$ cat config.mk
export PLATFORM = sky130hd
export DESIGN_NAME = ball_drop_top
export DESIGN_NICKNAME = d
export VERILOG_FILES = /design/src/source/ball_drop_pkg.sv /design/src/source/aim_unit.sv /design/src/source/ball_drop_top.sv /design/src/source/drop_ctrl.sv /design/src/source/fall_unit.sv /design/src/source/slot_bank.sv
export VERILOG_INCLUDE_DIRS = /design/src /design/src/source
export SDC_FILE = /design/constraint.sdc
export NUM_CORES = 1
export LEC_CHECK = 0
export ABC_CLOCK_PERIOD_IN_PS = 4800
export BUFFER_PORTS_ARGS = -buffer_cell sky130_fd_sc_hd__buf_2
export CORE_ASPECT_RATIO = 0.7
export CORE_UTILIZATION = 57
export CTS_CLUSTER_DIAMETER = 50
export DETAILED_ROUTE_END_ITERATION = 10
export PLACE_DENSITY = 0.86
export SETUP_SLACK_MARGIN = 0.15
export SKIP_LAST_GASP = 1
export SLEW_MARGIN = 20
export SYNTH_ARGS = -nofsm -noshare
export SYNTH_HDL_FRONTEND = slang
export SYNTH_SLANG_ARGS = --single-unit
$ cat constraint.sdc
create_clock -name clk -period 4.8 [get_ports clk]
set_input_delay 0.24 -clock clk [delete_from_list [all_inputs] [get_ports clk]]
set_output_delay 0.24 -clock clk [all_outputs]
set_load 0.02 [all_outputs]
$ cat src/source/ball_drop_defs.svh
`ifndef BALL_DROP_DEFS_SVH
`define BALL_DROP_DEFS_SVH

// coordinate and size width
`define COORD_W 12

// balls per game and drop index width
`define NUM_SLOTS 10
`define IDX_W 4

// play area edges
`define LEFT_BOUND 100
`define RIGHT_BOUND 240
`define UP_BOUND 60
`define FLOOR_Y 240

// x of a freshly served ball
`define START_X 170

// pixels fallen per cycle
`define FALL_STEP 3

// ball radii, SIZE_EMPTY marks an unused slot
`define SIZE_EMPTY 0
`define SIZE_S 10
`define SIZE_M 15
`define SIZE_L 20

`endif

$ cat src/source/ball_drop_pkg.sv
`include "ball_drop_defs.svh"

package ball_drop_pkg;

    // game sequencer states
    typedef enum logic [1:0] {
        SELECT,
        FALLING,
        LANDED
    } state_t;

    // positions and radii share one width
    typedef logic [`COORD_W-1:0] coord_t;

    // drop counter, saturates at NUM_SLOTS
    typedef logic [`IDX_W-1:0] idx_t;

endpackage

$ cat src/source/aim_unit.sv
`include "ball_drop_defs.svh"

module aim_unit
    import ball_drop_pkg::*;
(
    input  logic   clk,
    input  logic   rst,
    input  logic   drop,
    input  logic   left,
    input  logic   right,
    input  state_t state,
    input  coord_t ball_size,
    output coord_t x_pos
);

    localparam coord_t START_POS = coord_t'(`START_X);

    coord_t left_lim;
    coord_t right_lim;

    // the ball edge may touch the wall but not cross it
    assign left_lim  = coord_t'(`LEFT_BOUND) + ball_size;
    assign right_lim = coord_t'(`RIGHT_BOUND) - ball_size;

    always_ff @(posedge clk) begin
        if (rst) begin
            x_pos <= START_POS;
        end else begin
            case (state)
                SELECT: begin
                    // left wins, a release cycle freezes the aim
                    if (!drop && left) begin
                        if (x_pos > left_lim) begin
                            x_pos <= x_pos - coord_t'(1);
                        end
                    end else if (!drop && right) begin
                        if (x_pos < right_lim) begin
                            x_pos <= x_pos + coord_t'(1);
                        end
                    end
                end
                LANDED: begin
                    x_pos <= START_POS;
                end
                default: begin
                    x_pos <= x_pos;
                end
            endcase
        end
    end

endmodule

$ cat src/source/ball_drop_top.sv
`include "ball_drop_defs.svh"

module ball_drop_top
    import ball_drop_pkg::*;
(
    input  logic   clk,
    input  logic   rst,
    input  logic   drop,
    input  logic   left,
    input  logic   right,
    output coord_t slot_x    [`NUM_SLOTS],
    output coord_t slot_y    [`NUM_SLOTS],
    output coord_t slot_size [`NUM_SLOTS],
    output idx_t   drop_idx,
    output logic   finish
);

    state_t state;
    coord_t ball_size;
    coord_t next_size;
    coord_t x_pos;
    coord_t y_pos;
    logic   landed;

    drop_ctrl i_drop_ctrl (
        .clk       (clk),
        .rst       (rst),
        .drop      (drop),
        .landed    (landed),
        .state     (state),
        .drop_idx  (drop_idx),
        .ball_size (ball_size),
        .next_size (next_size),
        .finish    (finish)
    );

    aim_unit i_aim_unit (
        .clk       (clk),
        .rst       (rst),
        .drop      (drop),
        .left      (left),
        .right     (right),
        .state     (state),
        .ball_size (ball_size),
        .x_pos     (x_pos)
    );

    fall_unit i_fall_unit (
        .clk       (clk),
        .rst       (rst),
        .state     (state),
        .ball_size (ball_size),
        .next_size (next_size),
        .y_pos     (y_pos),
        .landed    (landed)
    );

    slot_bank i_slot_bank (
        .clk       (clk),
        .rst       (rst),
        .drop_idx  (drop_idx),
        .x_pos     (x_pos),
        .y_pos     (y_pos),
        .ball_size (ball_size),
        .slot_x    (slot_x),
        .slot_y    (slot_y),
        .slot_size (slot_size)
    );

endmodule

$ cat src/source/drop_ctrl.sv
`include "ball_drop_defs.svh"

module drop_ctrl
    import ball_drop_pkg::*;
(
    input  logic   clk,
    input  logic   rst,
    input  logic   drop,
    input  logic   landed,
    output state_t state,
    output idx_t   drop_idx,
    output coord_t ball_size,
    output coord_t next_size,
    output logic   finish
);

    localparam idx_t LAST_IDX = idx_t'(`NUM_SLOTS);

    state_t state_nxt;

    // size schedule M S M L S S M L S M, empty once the game is over
    function automatic coord_t size_of(input idx_t idx);
        case (idx)
            4'd0, 4'd2, 4'd6, 4'd9: size_of = coord_t'(`SIZE_M);
            4'd1, 4'd4, 4'd5, 4'd8: size_of = coord_t'(`SIZE_S);
            4'd3, 4'd7:             size_of = coord_t'(`SIZE_L);
            default:                size_of = coord_t'(`SIZE_EMPTY);
        endcase
    endfunction

    assign finish    = (drop_idx == LAST_IDX);
    assign ball_size = size_of(drop_idx);
    // size of the ball served after the current landing
    assign next_size = size_of(drop_idx + idx_t'(1));

    always_comb begin
        state_nxt = state;
        case (state)
            SELECT: begin
                // no new drops after the tenth ball
                if (drop && !finish) begin
                    state_nxt = FALLING;
                end
            end
            FALLING: begin
                if (landed) begin
                    state_nxt = LANDED;
                end
            end
            LANDED: begin
                state_nxt = SELECT;
            end
            default: begin
                state_nxt = SELECT;
            end
        endcase
    end

    always_ff @(posedge clk) begin
        if (rst) begin
            state    <= SELECT;
            drop_idx <= '0;
        end else begin
            state <= state_nxt;
            // count the finished drop as the FSM leaves LANDED
            if (state == LANDED && drop_idx != LAST_IDX) begin
                drop_idx <= drop_idx + idx_t'(1);
            end
        end
    end

endmodule

$ cat src/source/fall_unit.sv
`include "ball_drop_defs.svh"

module fall_unit
    import ball_drop_pkg::*;
(
    input  logic   clk,
    input  logic   rst,
    input  state_t state,
    input  coord_t ball_size,
    input  coord_t next_size,
    output coord_t y_pos,
    output logic   landed
);

    localparam coord_t STEP = coord_t'(`FALL_STEP);
    localparam coord_t TOP  = coord_t'(`UP_BOUND);

    coord_t floor_lim;
    coord_t top_lim;

    // ball centre rests one radius above the floor
    assign floor_lim = coord_t'(`FLOOR_Y) - ball_size;
    assign top_lim   = TOP - ball_size;
    assign landed    = (y_pos == floor_lim);

    always_ff @(posedge clk) begin
        if (rst) begin
            y_pos <= TOP - coord_t'(`SIZE_M);
        end else begin
            case (state)
                SELECT: begin
                    y_pos <= top_lim;
                end
                FALLING: begin
                    // last step is cut short at the floor
                    if (y_pos + STEP < floor_lim) begin
                        y_pos <= y_pos + STEP;
                    end else begin
                        y_pos <= floor_lim;
                    end
                end
                LANDED: begin
                    y_pos <= TOP - next_size;
                end
                default: begin
                    y_pos <= y_pos;
                end
            endcase
        end
    end

endmodule

$ cat src/source/slot_bank.sv
`include "ball_drop_defs.svh"

module slot_bank
    import ball_drop_pkg::*;
(
    input  logic   clk,
    input  logic   rst,
    input  idx_t   drop_idx,
    input  coord_t x_pos,
    input  coord_t y_pos,
    input  coord_t ball_size,
    output coord_t slot_x    [`NUM_SLOTS],
    output coord_t slot_y    [`NUM_SLOTS],
    output coord_t slot_size [`NUM_SLOTS]
);

    logic [`NUM_SLOTS-1:0] active;

    // one-hot slot select, all zero once drop_idx saturates
    always_comb begin
        for (int i = 0; i < `NUM_SLOTS; i++) begin
            active[i] = (drop_idx == idx_t'(i));
        end
    end

    always_ff @(posedge clk) begin
        if (rst) begin
            for (int i = 0; i < `NUM_SLOTS; i++) begin
                slot_x[i]    <= '0;
                slot_y[i]    <= '0;
                slot_size[i] <= coord_t'(`SIZE_EMPTY);
            end
        end else begin
            for (int i = 0; i < `NUM_SLOTS; i++) begin
                // active slot tracks the live ball, the rest keep their landing
                if (active[i]) begin
                    slot_x[i]    <= x_pos;
                    slot_y[i]    <= y_pos;
                    slot_size[i] <= ball_size;
                end
            end
        end
    end

endmodule
==> qor.csv <==
metric,value,unit
finalSetupViolations,0,
seq_area_frac_synth,47.1,%
hold_violations,0,
dpl_worst_slack,1.15,ns
antenna_found_initial,0,
maxSlewViolCount,0,
worst_setup_path_start_kind,register,
crit_path_end_kind,register,
synth_edf_count,0,
portBuffers,299,
yosysTopAreaCellShare,47.1,%
ctsResizeCount,0,
grt_pass1_wl,62.3,mm
ys_async_sr_fraction,0,%
h-tree-depth,1,
skew,0.0259,ns
drive_above_1_share,19.9,%
fillers,1865,
fin_ws,1.11,ns
wl_per_cell,18.7,um
syn_inst,1719,
clock-sinks,314,
first_pass_iters,5,
synth.avg_cell_area,7.76,um2
power-per-cell-area,349,nW/um2
cp_max_fo,21,
critical_path_required,5.29,ns
period_needed,3.69,ns
clockBufferDepth,3,
p_leak,0.00667,uW
placed_cell_area,14500,um2
synth.largest_area_cell,dfxtp_1,
synth.area.top_cells,"dfxtp_1 (47%), nand2_1 (16%), a21oi_1 (12%), buf_4 (4.6%), ha_1 (3.9%)",
grt_max_degree,108,
dp_hpwl,27.5,mm
overflow,0,
synth_cell_types,67,
postCtsSetupBuffers,0,
remaining_drc_errors,0,
synth_flop_cell,dfxtp_1,
die_area,24000,um2
tritoncts,done,
clk-insertion-delay-late,0.57,ns
first_global_vias,11178,
synth-seq-cells,314,
rsz0062_at_grt,false,
criticalPathCategory,reg2reg,
initial_core_util,58.5,%
drtIter0Drc,1194,
nNetsFinal,1971,
wl,42.3,mm
route.antenna.remaining_nets,0,
tightest_slew,1.17,ns
die_w,185,um
core_region_area,22800,um2
outcome,finished clean,
cts_root_buffer,clkbuf_16,
place_inst,2203,
synthTopCellsByCount,"nand2_1 (586), dfxtp_1 (314), a21oi_1 (308)",
cp.arrival,4.18,ns
peakVddDrop,0.000296,V
fmax,271,MHz
vias_per_cell,5.57,
cts_inserted_buffers,30,
max_slew_margin,22.1,%
clk_pin_slew_worst_paths,0.06,ns
rows,46,
stdcell_area,15500,um2
hold_buffers,0,
min_path_type,in2reg,
fin_cells,2255,
vias,12563,
period_share,76.8,%
synth.most_common_cell,nand2_1,
ys_warn_count,0,
syn_to_final_growth,16.1,%
io_pins,370,
place_congestion,0.920,
fin_tns_setup,0,ns
maxCapViolCount,0,
die_y,130,um
track_usage,33.4,%
num_antenna_cells,0,
netlist_area,13300,um2
[cell families after synthesis]
family	Yosys count	synth area share [%]
xor gates and xnor gates	25	1.64
other	1	0.0281
muxes	8	0.610
buffers and inverters	238	9.06
and+or+nand+nor	712	21.8
AOI/OAI and AO/OA	378	15.6
adders and majority gates	43	4.09
DFF	314	47.1
[worst max-delay path, stage by stage, from the launching register on]
cell	delay [ns]
dfxtp_1	0.66
inv_1	0.23
ha_1	0.27
nor2b_1	0.15
a21oi_1	0.42
ha_1	0.32
o211ai_1	0.18
a41oi_1	0.13
o31ai_1	0.12
a32o_1	0.61
nor3b_1	0.26
mux2i_1	0.11
a21oi_1	0.14
[final cells by class]
class,count,area [um2],area share [%]
Clock inverter,9,88.8,0.573
Tap cell,312,390,2.52
Multi-Input combinational cell,1236,6130,39.5
Timing Repair Buffer,314,1620,10.5
Clock buffer,43,880,5.68
Sequential cell,314,6290,40.6
Inverter,27,101,0.654
[sequential cells by signal, summed over array words and instances, names as in the netlist]
name,cells
i_slot_bank.slot_size,40
i_drop_ctrl.state,2
i_drop_ctrl.ball_size,4
i_slot_bank.slot_x,120
i_fall_unit.y_pos,12
i_drop_ctrl.drop_idx,4
i_slot_bank.slot_y,120
i_aim_unit.x_pos,12
[routing by layer]
layer	up-vias	part of all wire, %	global-route usage (%)
met1	5942	41	44.4
li1	5875	-	-
met2	647	45	52.4
met3	99	10	9.15
met4	0	3.6	11.5
met5	-	0	0
[through the flow]
| stage | total power, uW | utilization [%] | hold WS [ns] |
|---|---|---|---|
| after detailed placement | 3120 | 63.7 | 0.444 |
| after global routing | 5550 | 68.0 | 0.164 |
| final | 5410 | 68.0 | 0.121 |
| after global placement | 3110 | 63.6 | 0.439 |
| after CTS | 5410 | 67.9 | 0.129 |
| after floorplan | 3060 | - | 0.347 |
[placed cells by master, fill, tap and decap left out, types with 4 or more instances in the layout]
master and count:
a211oi_1 4, a21o_1 4, a21oi_1 308, a31oi_1 5, and2_1 5, and2_2 5, and3_1 13, buf_2 298
buf_4 15, clkbuf_1 5, clkbuf_16 30, clkbuf_8 8, conb_1 70, dfxtp_1 314, ha_1 42, inv_1 26
mux2i_1 7, nand2_1 581, nand2_2 5, nand2b_1 10, nand3_1 5, nand4_1 5, nor2_1 38, nor2b_1 13
nor3_1 8, o21a_1 5, o21ai_0 13, o21bai_1 5, o22ai_1 5, xnor2_1 15, xor2_1 10
[worst paths after layout]
kind	depth (start not counted)	startpoint	endpoint	slack (ns)
worst max-delay path	12	i_drop_ctrl.ball_size[1]$_DFF_P_	i_aim_unit.x_pos[11]$_SDFFE_PP0P_	1.11
worst min-delay path	2	rst	i_slot_bank.slot_y[103]$_SDFFE_PP0N_	0.12
worst max register to register	12	i_drop_ctrl.ball_size[1]$_DFF_P_	i_aim_unit.x_pos[11]$_SDFFE_PP0P_	1.11
worst min register to register	2	i_slot_bank.slot_y[63]$_SDFFE_PP0N_	i_slot_bank.slot_y[63]$_SDFFE_PP0N_	0.45
[report_power, final]
part / internal, uW / leakage, uW / switching (uW)
Combinational: 113 / 0.00366 / 244
Clock: 1280 / 0.000477 / 1050
Sequential: 2630 / 0.00254 / 85.7
Total: 4030 / 0.00667 / 1380
No activity file was read; power rests on OpenSTA's default activity.
